$ cat config.mk
export PLATFORM = sky130hd
export DESIGN_NAME = mips_mem_subsys
export DESIGN_NICKNAME = d
export VERILOG_FILES = /design/src/hdl/mips_mem_pkg.sv /design/src/hdl/instr_sequencer.sv /design/src/hdl/instr_decoder.sv /design/src/hdl/load_store.sv /design/src/hdl/register_file.sv /design/src/hdl/mips_mem_subsys.sv
export SDC_FILE = /design/constraint.sdc
export NUM_CORES = 2
export LEC_CHECK = 0
export BUFFER_PORTS_ARGS = -buffer_cell sky130_fd_sc_hd__buf_4
export CAP_MARGIN = 20
export CORE_ASPECT_RATIO = 0.8
export CORE_MARGIN = 2
export CORE_UTILIZATION = 37
export CTS_CLUSTER_DIAMETER = 50
export DETAILED_ROUTE_END_ITERATION = 6
export PLACE_DENSITY_LB_ADDON = 0.1
export SLEW_MARGIN = 20
export SYNTH_ARGS = -nofsm -noshare
export SYNTH_HDL_FRONTEND = slang
export SYNTH_HIERARCHICAL = 1
export SYNTH_SLANG_ARGS = --single-unit
$ cat constraint.sdc
create_clock -name clk -period 5 [get_ports clk]
set_input_delay 0.5 -clock clk [delete_from_list [all_inputs] [get_ports clk]]
set_output_delay 0.5 -clock clk [all_outputs]
set_load 0.01 [all_outputs]
$ cat src/hdl/mips_mem_pkg.sv
package mips_mem_pkg;

    typedef logic [31:0] word_t;      // Data or address word
    typedef logic [15:0] half_t;      // Immediate field
    typedef logic [5:0]  opcode_t;
    typedef logic [4:0]  reg_addr_t;
    typedef logic [3:0]  byte_en_t;   // Bit 3 is the most significant byte internally

    localparam opcode_t OPC_LB  = 6'h20;
    localparam opcode_t OPC_LH  = 6'h21;
    localparam opcode_t OPC_LWL = 6'h22;
    localparam opcode_t OPC_LW  = 6'h23;
    localparam opcode_t OPC_LBU = 6'h24;
    localparam opcode_t OPC_LHU = 6'h25;
    localparam opcode_t OPC_LWR = 6'h26;
    localparam opcode_t OPC_SB  = 6'h28;
    localparam opcode_t OPC_SH  = 6'h29;
    localparam opcode_t OPC_SW  = 6'h2B;
    localparam opcode_t OPC_LUI = 6'h0F;

    localparam word_t RESET_PC  = 32'h0000_0000;
    localparam int    REG_COUNT = 32;

    typedef enum logic [3:0] {
        op_none, op_lb, op_lbu, op_lh, op_lhu, op_lw, op_lwl, op_lwr,
        op_sb, op_sh, op_sw, op_lui
    } mem_op_e;

    // Phases of one instruction
    typedef enum logic [1:0] {
        st_fetch = 2'b00,
        st_exec1 = 2'b01,
        st_exec2 = 2'b10
    } cycle_state_e;

    typedef struct packed {
        mem_op_e   op;
        reg_addr_t rs;
        reg_addr_t rt;
        half_t     offset;
    } decoded_instr_t;

    typedef struct packed {
        word_t    address;
        byte_en_t byteenable;   // Bit i enables the byte at address + i
        word_t    writedata;
        logic     read;
        logic     write;
    } avalon_req_t;

    typedef struct packed {
        logic      valid;       // One-cycle strobe
        reg_addr_t addr;
        word_t     data;
    } reg_write_t;

endpackage

$ cat src/hdl/instr_sequencer.sv
`timescale 1ns/1ps

module instr_sequencer (
    input  logic                       clk,
    input  logic                       reset,
    input  logic                       waitrequest,
    input  logic                       mem_busy,
    output mips_mem_pkg::cycle_state_e state,
    output mips_mem_pkg::word_t        pc,
    output logic                       retire,
    output mips_mem_pkg::word_t        retire_pc
);

    mips_mem_pkg::cycle_state_e next_state;
    logic                       advance;

    // A pending bus access holds everything until waitrequest drops
    assign advance = !mem_busy || !waitrequest;

    always_comb begin
        case (state)
            mips_mem_pkg::st_fetch: next_state = mips_mem_pkg::st_exec1;
            mips_mem_pkg::st_exec1: next_state = mips_mem_pkg::st_exec2;
            default:                next_state = mips_mem_pkg::st_fetch;
        endcase
    end

    always_ff @(posedge clk) begin
        if (reset) begin
            state <= mips_mem_pkg::st_fetch;
            pc    <= mips_mem_pkg::RESET_PC;
        end else if (advance) begin
            state <= next_state;
            if (state == mips_mem_pkg::st_exec2) begin
                pc <= pc + 32'd4;   // Always sequential without branches
            end
        end
    end

    assign retire    = (state == mips_mem_pkg::st_exec2) && advance;
    assign retire_pc = pc;            // PC only moves after retire

    a_state_legal: assert property (@(posedge clk) disable iff (reset)
        state inside {mips_mem_pkg::st_fetch, mips_mem_pkg::st_exec1,
                      mips_mem_pkg::st_exec2});

    // PC stays on word boundaries
    a_pc_aligned: assert property (@(posedge clk) disable iff (reset)
        pc[1:0] == 2'b00);

endmodule

$ cat src/hdl/instr_decoder.sv
`timescale 1ns/1ps

module instr_decoder (
    input  mips_mem_pkg::word_t          instr,
    output mips_mem_pkg::decoded_instr_t dec
);

    mips_mem_pkg::opcode_t opcode;

    assign opcode = instr[31:26];

    always_comb begin
        // Every supported op uses the I-type fields
        dec.rs     = instr[25:21];
        dec.rt     = instr[20:16];
        dec.offset = instr[15:0];
        case (opcode)
            mips_mem_pkg::OPC_LB: begin
                dec.op = mips_mem_pkg::op_lb;
            end
            mips_mem_pkg::OPC_LBU: begin
                dec.op = mips_mem_pkg::op_lbu;
            end
            mips_mem_pkg::OPC_LH: begin
                dec.op = mips_mem_pkg::op_lh;
            end
            mips_mem_pkg::OPC_LHU: begin
                dec.op = mips_mem_pkg::op_lhu;
            end
            mips_mem_pkg::OPC_LW: begin
                dec.op = mips_mem_pkg::op_lw;
            end
            mips_mem_pkg::OPC_LWL: begin
                dec.op = mips_mem_pkg::op_lwl;    // Merges into upper bytes of rt
            end
            mips_mem_pkg::OPC_LWR: begin
                dec.op = mips_mem_pkg::op_lwr;    // Merges into lower bytes of rt
            end
            mips_mem_pkg::OPC_SB: begin
                dec.op = mips_mem_pkg::op_sb;
            end
            mips_mem_pkg::OPC_SH: begin
                dec.op = mips_mem_pkg::op_sh;
            end
            mips_mem_pkg::OPC_SW: begin
                dec.op = mips_mem_pkg::op_sw;
            end
            mips_mem_pkg::OPC_LUI: begin
                dec.op = mips_mem_pkg::op_lui;
            end
            // Everything else retires as a no-op
            default: begin
                dec.op = mips_mem_pkg::op_none;
            end
        endcase
    end

endmodule

$ cat src/hdl/load_store.sv
`timescale 1ns/1ps

module load_store (
    input  logic                         clk,
    input  logic                         reset,
    input  mips_mem_pkg::cycle_state_e   state,
    input  mips_mem_pkg::word_t          pc,
    input  mips_mem_pkg::decoded_instr_t dec,
    input  mips_mem_pkg::word_t          rs_data,
    input  mips_mem_pkg::word_t          rt_data,
    output mips_mem_pkg::avalon_req_t    bus_req,
    input  mips_mem_pkg::word_t          bus_readdata,
    input  logic                         waitrequest,
    output logic                         mem_busy,
    output mips_mem_pkg::word_t          instr,
    output mips_mem_pkg::reg_write_t     reg_wr
);

    mips_mem_pkg::word_t    offset_ext;
    mips_mem_pkg::word_t    eff_addr;
    logic [1:0]             byte_sel;
    mips_mem_pkg::word_t    rdata;        // Big-endian view of bus_readdata
    mips_mem_pkg::word_t    wdata;        // Big-endian store data
    mips_mem_pkg::byte_en_t be;           // Bit 3 is offset 0 internally
    mips_mem_pkg::word_t    instr_q;
    mips_mem_pkg::word_t    load_q;
    mips_mem_pkg::word_t    load_data;
    logic [7:0]             sel_byte;
    logic [15:0]            sel_half;
    logic                   is_load;
    logic                   is_store;

    // Reverses the four bytes of a word
    function automatic mips_mem_pkg::word_t swap_bytes(input mips_mem_pkg::word_t w);
        return {w[7:0], w[15:8], w[23:16], w[31:24]};
    endfunction

    assign is_load = dec.op inside {mips_mem_pkg::op_lb, mips_mem_pkg::op_lbu,
                                    mips_mem_pkg::op_lh, mips_mem_pkg::op_lhu,
                                    mips_mem_pkg::op_lw, mips_mem_pkg::op_lwl,
                                    mips_mem_pkg::op_lwr};
    assign is_store = dec.op inside {mips_mem_pkg::op_sb, mips_mem_pkg::op_sh,
                                     mips_mem_pkg::op_sw};

    assign offset_ext = {{16{dec.offset[15]}}, dec.offset};
    assign eff_addr   = rs_data + offset_ext;
    assign byte_sel   = eff_addr[1:0];
    assign rdata      = swap_bytes(bus_readdata);

    // Enables and lane placement of the data access
    always_comb begin
        be    = 4'b1111;
        wdata = rt_data;
        case (dec.op)
            mips_mem_pkg::op_lb, mips_mem_pkg::op_lbu: be = 4'b1000 >> byte_sel;
            mips_mem_pkg::op_lh, mips_mem_pkg::op_lhu: be = byte_sel[1] ? 4'b0011 : 4'b1100;
            mips_mem_pkg::op_lwl: be = 4'b1111 >> byte_sel;
            mips_mem_pkg::op_lwr: be = 4'b1111 << (2'd3 - byte_sel);
            mips_mem_pkg::op_sb: begin
                be    = 4'b1000 >> byte_sel;
                wdata = {4{rt_data[7:0]}};     // Enables pick the lane
            end
            mips_mem_pkg::op_sh: begin
                be    = byte_sel[1] ? 4'b0011 : 4'b1100;
                wdata = {2{rt_data[15:0]}};
            end
            default: ;                          // lw, sw and non-memory ops
        endcase
    end

    always_comb begin
        bus_req.read       = 1'b0;
        bus_req.write      = 1'b0;
        bus_req.byteenable = 4'b1111;
        bus_req.writedata  = swap_bytes(wdata);
        bus_req.address    = {eff_addr[31:2], 2'b00};
        case (state)
            mips_mem_pkg::st_fetch: begin
                bus_req.read    = 1'b1;
                bus_req.address = pc;
            end
            mips_mem_pkg::st_exec1: begin
                bus_req.read       = is_load;
                bus_req.write      = is_store;
                bus_req.byteenable = {be[0], be[1], be[2], be[3]};  // Lane 0 is offset 0
            end
            default: ;
        endcase
    end

    assign mem_busy = bus_req.read || bus_req.write;

    // Capture on the completing edge of each access
    always_ff @(posedge clk) begin
        if (state == mips_mem_pkg::st_fetch && !waitrequest) begin
            instr_q <= rdata;
        end
        if (state == mips_mem_pkg::st_exec1 && is_load && !waitrequest) begin
            load_q <= rdata;
        end
    end

    assign instr = instr_q;

    assign sel_byte = load_q[(3 - byte_sel) * 8 +: 8];
    assign sel_half = byte_sel[1] ? load_q[15:0] : load_q[31:16];

    // rs and rt are still unchanged in EXEC2 while the write-back value forms
    always_comb begin
        load_data = load_q;
        case (dec.op)
            mips_mem_pkg::op_lb:  load_data = {{24{sel_byte[7]}}, sel_byte};
            mips_mem_pkg::op_lbu: load_data = {24'h000000, sel_byte};
            mips_mem_pkg::op_lh:  load_data = {{16{sel_half[15]}}, sel_half};
            mips_mem_pkg::op_lhu: load_data = {16'h0000, sel_half};
            mips_mem_pkg::op_lui: load_data = {dec.offset, 16'h0000};
            mips_mem_pkg::op_lwl: begin
                case (byte_sel)
                    2'b00: load_data = load_q;
                    2'b01: load_data = {load_q[23:0], rt_data[7:0]};
                    2'b10: load_data = {load_q[15:0], rt_data[15:0]};
                    2'b11: load_data = {load_q[7:0], rt_data[23:0]};
                endcase
            end
            mips_mem_pkg::op_lwr: begin
                case (byte_sel)
                    2'b00: load_data = {rt_data[31:8], load_q[31:24]};
                    2'b01: load_data = {rt_data[31:16], load_q[31:16]};
                    2'b10: load_data = {rt_data[31:24], load_q[31:8]};
                    2'b11: load_data = load_q;
                endcase
            end
            default: ;                          // lw passes the word through
        endcase
    end

    assign reg_wr.valid = (state == mips_mem_pkg::st_exec2)
                          && (is_load || dec.op == mips_mem_pkg::op_lui);
    assign reg_wr.addr  = dec.rt;
    assign reg_wr.data  = load_data;

    a_rd_wr_excl: assert property (@(posedge clk) disable iff (reset)
        !(bus_req.read && bus_req.write));

    a_be_nonzero: assert property (@(posedge clk) disable iff (reset)
        mem_busy |-> bus_req.byteenable != 4'b0000);

    // Held request also means the register file saw no write meanwhile
    a_req_stable: assert property (@(posedge clk) disable iff (reset)
        (mem_busy && waitrequest) |=> $stable(bus_req));

endmodule

$ cat src/hdl/register_file.sv
`timescale 1ns/1ps

module register_file (
    input  logic                     clk,
    input  logic                     reset,
    input  mips_mem_pkg::reg_addr_t  rs_addr,
    input  mips_mem_pkg::reg_addr_t  rt_addr,
    output mips_mem_pkg::word_t      rs_data,
    output mips_mem_pkg::word_t      rt_data,
    input  mips_mem_pkg::reg_write_t wr
);

    mips_mem_pkg::word_t regs [mips_mem_pkg::REG_COUNT];

    always_ff @(posedge clk) begin
        if (reset) begin
            for (int i = 0; i < mips_mem_pkg::REG_COUNT; i++) begin
                regs[i] <= '0;
            end
        end else if (wr.valid && wr.addr != 5'd0) begin
            regs[wr.addr] <= wr.data;   // Writes to r0 are dropped
        end
    end

    // Asynchronous reads
    // r0 forced to zero on the read side as well
    assign rs_data = (rs_addr == 5'd0) ? 32'h0000_0000 : regs[rs_addr];
    assign rt_data = (rt_addr == 5'd0) ? 32'h0000_0000 : regs[rt_addr];

endmodule

$ cat src/hdl/mips_mem_subsys.sv
`timescale 1ns/1ps

module mips_mem_subsys (
    input  logic                      clk,
    input  logic                      reset,
    output mips_mem_pkg::avalon_req_t bus_req,
    input  mips_mem_pkg::word_t       bus_readdata,
    input  logic                      waitrequest,
    output mips_mem_pkg::reg_write_t  reg_wr,
    output logic                      retire,
    output mips_mem_pkg::word_t       retire_pc
);

    mips_mem_pkg::cycle_state_e   state;
    mips_mem_pkg::word_t          pc;
    mips_mem_pkg::word_t          instr;      // Instruction register contents
    mips_mem_pkg::decoded_instr_t dec;
    mips_mem_pkg::word_t          rs_data;
    mips_mem_pkg::word_t          rt_data;
    logic                         mem_busy;

    instr_sequencer u_instr_sequencer (
        .clk         (clk),
        .reset       (reset),
        .waitrequest (waitrequest),
        .mem_busy    (mem_busy),
        .state       (state),
        .pc          (pc),
        .retire      (retire),
        .retire_pc   (retire_pc)
    );

    instr_decoder u_instr_decoder (
        .instr (instr),
        .dec   (dec)
    );

    // Bus side and write-back
    load_store u_load_store (
        .clk          (clk),
        .reset        (reset),
        .state        (state),
        .pc           (pc),
        .dec          (dec),
        .rs_data      (rs_data),
        .rt_data      (rt_data),
        .bus_req      (bus_req),
        .bus_readdata (bus_readdata),
        .waitrequest  (waitrequest),
        .mem_busy     (mem_busy),
        .instr        (instr),
        .reg_wr       (reg_wr)
    );

    // Base from rs, merge source and store data from rt
    register_file u_register_file (
        .clk     (clk),
        .reset   (reset),
        .rs_addr (dec.rs),
        .rt_addr (dec.rt),
        .rs_data (rs_data),
        .rt_data (rt_data),
        .wr      (reg_wr)
    );

endmodule

---- After elaboration in Yosys (flattened, before gate mapping) ----
Memory sizes are Yosys's and may differ from the RTL's. A register that Yosys moved wholly into a read port is not among the register bits.
Index checks and enable logic that the tools add are counted.
word-level totals
  flip-flop bits (word level) ............. 98
  latch bits .............................. 0
  memory bits (writable) .................. 1,024
  ROM bits ................................ 0
  bits of input ports ..................... 35
  logic and storage cells ................. 87
  memories ................................ 1
memories
  name                  words  bits a word  read ports  clocked after memory_dff  write ports  RTL line             RTL
  u_register_file.regs  32     32           2           2                         32           register_file.sv:13  mips_mem_pkg::word_t regs [mips_mem_pkg::REG_COUNT];
cells by class
  add/sub/neg operators ................... 4
  $mul .................................... 0
  div/mod/pow operators ................... 0
  magnitude comparators ................... 0
  eq/ne operators ......................... 27
  shift operators ......................... 4
  multiplexer cells ....................... 25
  bitwise operators ....................... 0
  reductions and logical operators ........ 22
operator list
  cell                   count
  $pmux 32 s4            2
  $pmux 32 s7            1
  $mux 32                4
  $pmux 32 s2            1
  $eq 6x6->1 const B     10
  $pmux 4 s11            1
  $shiftx 32x33->8       1
  $add 32x3->32 const B  1
  $add 32x32->32         1
  $reduce_or 32->1       1
  $eq 4x3->1 const B     4
  $eq 4x4->1 const B     4
  $mux 16                1
  $pmux 4 s4             1
  $mux 5                 3
  $logic_not 5->1        2
  $eq 4x2->1 const B     2
  $mux 4                 2
  $shr 4x2->4 const A    2
  $mux 1                 7
  $reduce_bool 7->1      1
  $eq 2x2->1 const B     3
  $eq 6x4->1 const B     1
  $logic_and 1x1->1      6
  14 further kinds       20

---- Depth between registers and ports, before layout ----
  word-level depth ........................ 12
  mapped depth ............................ 21
  gate-level depth less buffers ........... 13

---- Hierarchy ----
The synthesis kept the hierarchy.
modules (own cells, without submodules)
  module           instances  cells each  area an instance (sq um)  sequential area each (sq um)
  register_file    1          3,502       54,253.3                  30,749.5
  load_store       1          785         6,617.6                   1,921.8
  instr_sequencer  1          227         1,923.1                   640.6
  instr_decoder    1          53          372.9                     0.0

---- Worst setup path after synthesis ----
No wires, ideal clock.
  path kind ............................... reg2reg
  start point ............................. register u_load_store.instr_q[22], in the netlist u_load_store/instr[22]
  end point ............................... memory u_register_file/regs[10][24] (netlist name) (data pin)
  arrival time ............................ 4.570 ns
  data required time ...................... 4.745 ns
  path slack .............................. 0.175 ns
  stages on the path, launching flop included .. 20
  cells stage by stage .................... edfxtp_1 > buf_4 > buf_6 > buf_4 > buf_4 > buf_2 > mux4_2 > mux2_2 > o22ai_1 > nor3_1 > ha_1 > fa_1 > mux2_2 > o21ai_0 > o21ai_0 > nand3_1 > clkbuf_1 > o2111ai_1 > clkbuf_1 > and2_1
RTL lines
  element                 RTL line             RTL
  start, declared         load_store.sv:25     mips_mem_pkg::word_t instr_q;
  start signal, assigned  load_store.sv:96     instr_q <= rdata;
  end, declared           register_file.sv:13

==> impl_metrics.toml <==
[outcome]
status = "complete, but fails checks"
violations = "negative setup slack"

[logic_synthesis]
yosys_warnings = 6
synth_compound_area_share_pct = 6.35
ys_seq_area_share_pct = 52.7
synth_area_mm2 = 0.0632
synthCells = 4567
synthDominantCellAreaShare_pct = 51.7
synth.most_common_cell = "edfxtp_1"
ys_types = 94
synthSimpleGateAreaFrac_pct = 14.1
synth_adder_area_share_pct = 0.666
yosys-top-cells-area = "edfxtp_1 (52%), mux4_2 (17%), and2_1 (9.9%)"
syn_avg_cell_area_um2 = 13.8
synthMuxAreaShare_pct = 21.3
ys.flop_type = "edfxtp_1"
synthArstFlopShare_pct = 0
synth_seq_cells = 1120
synth_top_family_by_area = "multiplexers"
synth_edf_count = 1088
post-synth-top-area-cell = "edfxtp_1"
ys_top_cells_by_count = "edfxtp_1 (1088), and2_1 (1003), mux4_2 (472)"
synthXorXnorAreaFrac_pct = 0.513

[placement]
hpwl_mm = 173
routabilityCongestion = 0.917
dp_cells = 7048
postPlaceCellArea_mm2 = 0.0701
dp_slack_ns = -0.415
port_buffers = 171

[timing]
fin_skew_ns = 0.0391
fin_hold_ws_ns = 0.109
fin_crit_sh_pct = 116
layout_setup_ws_ns = -0.777
min_period_ns = 5.78
finalMaxSlewViolations = 0
setup_viol = 421
relSlewSlack_pct = 18.8
tns_ns = -54.87
max_slew.worst_pin.slew_ns = 1.19
final-hold-violation-count = 0
max_clock_freq_ghz = 0.173
rsz0062_at_grt = "yes"

[routing]
drt-initial-drc-count = 6428
wl_mm = 265
routedWlPerCell_um = 35.4
drtAntennaViolNets = 0
dr.pass1.iters = 5
vias = 45473
routed_via_density = 6.09
drcViolationCount = 0

[worst_setup_path]
required_ns = 4.50
critPathLaunchType = "flop"
crit_path_cell_trace = "buf_12 > mux4_2 > mux4_2 > o22ai_2 > nor3_2 > ha_2 > fa_4 > mux2i_1 > nand2_1 > o21ai_4 > buf_6 > o21ai_4 > nand3_4 > buf_12 > a31oi_4 > buf_6"
worst-path-max-fanout = 8
crit_arrival_ns = 5.28
cp_num_buf_inv = 4
setup.worst_path.class = "reg2out"
cpPeakStageDelay_ns = 0.83
critPathSlowestCell = "fa_4"
cpLargestDelayFamily = "multiplexers"
worst_setup_path_end_kind = "primary output"

[finish]
fin_cells = 7465
post-route-cell-area_mm2 = 0.0785
drive_above_1_share_pct = 37.0
fill_cells = 14964
syn_to_final_growth_pct = 24.3
final_nets = 5148

[global_route]
gr-usage-all-layers_pct = 29.8
overflow = 0
grt_first_pass_wirelength_mm = 361
antenna_found_initial = 22
grt_max_degree = 69
grt_pass1_vias = 43430

[floorplan]
fp-row-count = 135
die_area_mm2 = 0.174
io_pins = 176
core_region_area_mm2 = 0.169
start_util_pct = 37.3
die_h_um = 374
fp.dieW_um = 466

[clocking]
h-tree-depth = 4
clk_latency_ns = 0.80
cts_buffer_depth = 3
clk_pin_slew_ns = 0.06
cts_tree = "yes"
numClockSinks = 1120
cts_root_buf = "clkbuf_16"
cts_buffers = 145

[worst_hold_path]
min_path_type = "in2reg"

[power]
irDropWorstVdd_mv = 0.391
powerDensity_mw_per_mm2 = 387
p_leak_uw = 0.0290

[run]
maxCapViolCount = 0
-- stage by stage --
step                total power [µW]  utilization [%]
finish                         30400             46.3
global route                   31200             46.3
CTS                            29900             45.6
detailed placement             18500             41.4
global placement               18500             41.4
floorplan                      14800                -
-- power by group --
group          total [µW]  internal, µW  leakage [µW]  switching [µW]
clock               10700          6330       0.00231            4340
sequential          10900         10600        0.0114             242
combinational        8850          3860        0.0153            4990
total               30400         20800        0.0290            9570
-- final timing paths --
path                           start                      endpoint  slack [ns]  depth (start not counted)
max           u_load_store/instr[22]                    reg_wr[16]       -0.78                         16
min                      waitrequest         u_load_store/instr[6]        0.11                          2
max reg2reg   u_load_store/instr[22]  u_register_file/regs[14][28]       -0.14                         20
min reg2reg  u_instr_sequencer/pc[3]       u_instr_sequencer/pc[3]        0.53                          2
-- cell usage in the layout, fill, tap and decap left out, drive strengths merged, types with 80 or more instances in the layout --
cell,synthesis,layout
a21oi,113,113
and2,1004,1004
buf,212,816
clkbuf,313,180
edfxtp,1088,1088
mux2,80,80
mux2i,191,191
mux4,472,472
nand2,105,105
nor2,154,154
o22ai,111,111
-- state kept, by name, indices dropped and copies added, names as in the netlist --
register and cells:
u_load_store/instr 32, u_instr_sequencer/state 2, u_instr_sequencer/pc 30, u_load_store/load_q 32, u_register_file/regs 1024
-- final cells by class --
| class | instances | area (µm²) | share of cell area, % |
|---|---|---|---|
| Clock buffer | 174 | 3830 | 4.88 |
| Inverter | 19 | 73.8 | 0.0940 |
| Sequential cell | 1120 | 33300 | 42.4 |
| Timing Repair Buffer | 857 | 8270 | 10.5 |
| Tap cell | 2260 | 2830 | 3.60 |
| Multi-Input combinational cell | 2937 | 29200 | 37.2 |
| Antenna cell | 12 | 30.0 | 0.0383 |
| Clock inverter | 86 | 966 | 1.23 |
-- cell families after synthesis --
kind of cell,count (synthesis)
buf+inv,544
fa+ha+maj,33
simple gates,1525
compound gates,563
mux,743
xor+xnor,37
other cells,2
flops,1120
-- timing repair --
item	in CTS	in global routing
endpoints found under the setup margin	730	964
resized for setup	273	199
hold buffers	32	0
buffers inserted	55	53
endpoints found under the hold margin	64	0
cloned	10	6
pin swaps	67	67
-- per-layer routing --
| layer | wire, µm | up-vias | GRT usage (%) | share of wire (%) |
|---|---|---|---|---|
| met5 | 0 | - | 0 | 0 |
| met2 | 112000 | 2738 | 42.3 | 42 |
| met1 | 116000 | 23844 | 44.6 | 44 |
| met3 | 28900 | 338 | 7.35 | 11 |
| li1 | - | 18553 | - | - |
| met4 | 8160 | 0 | 8.81 | 3.1 |
Power figures use the tool's default switching activity.
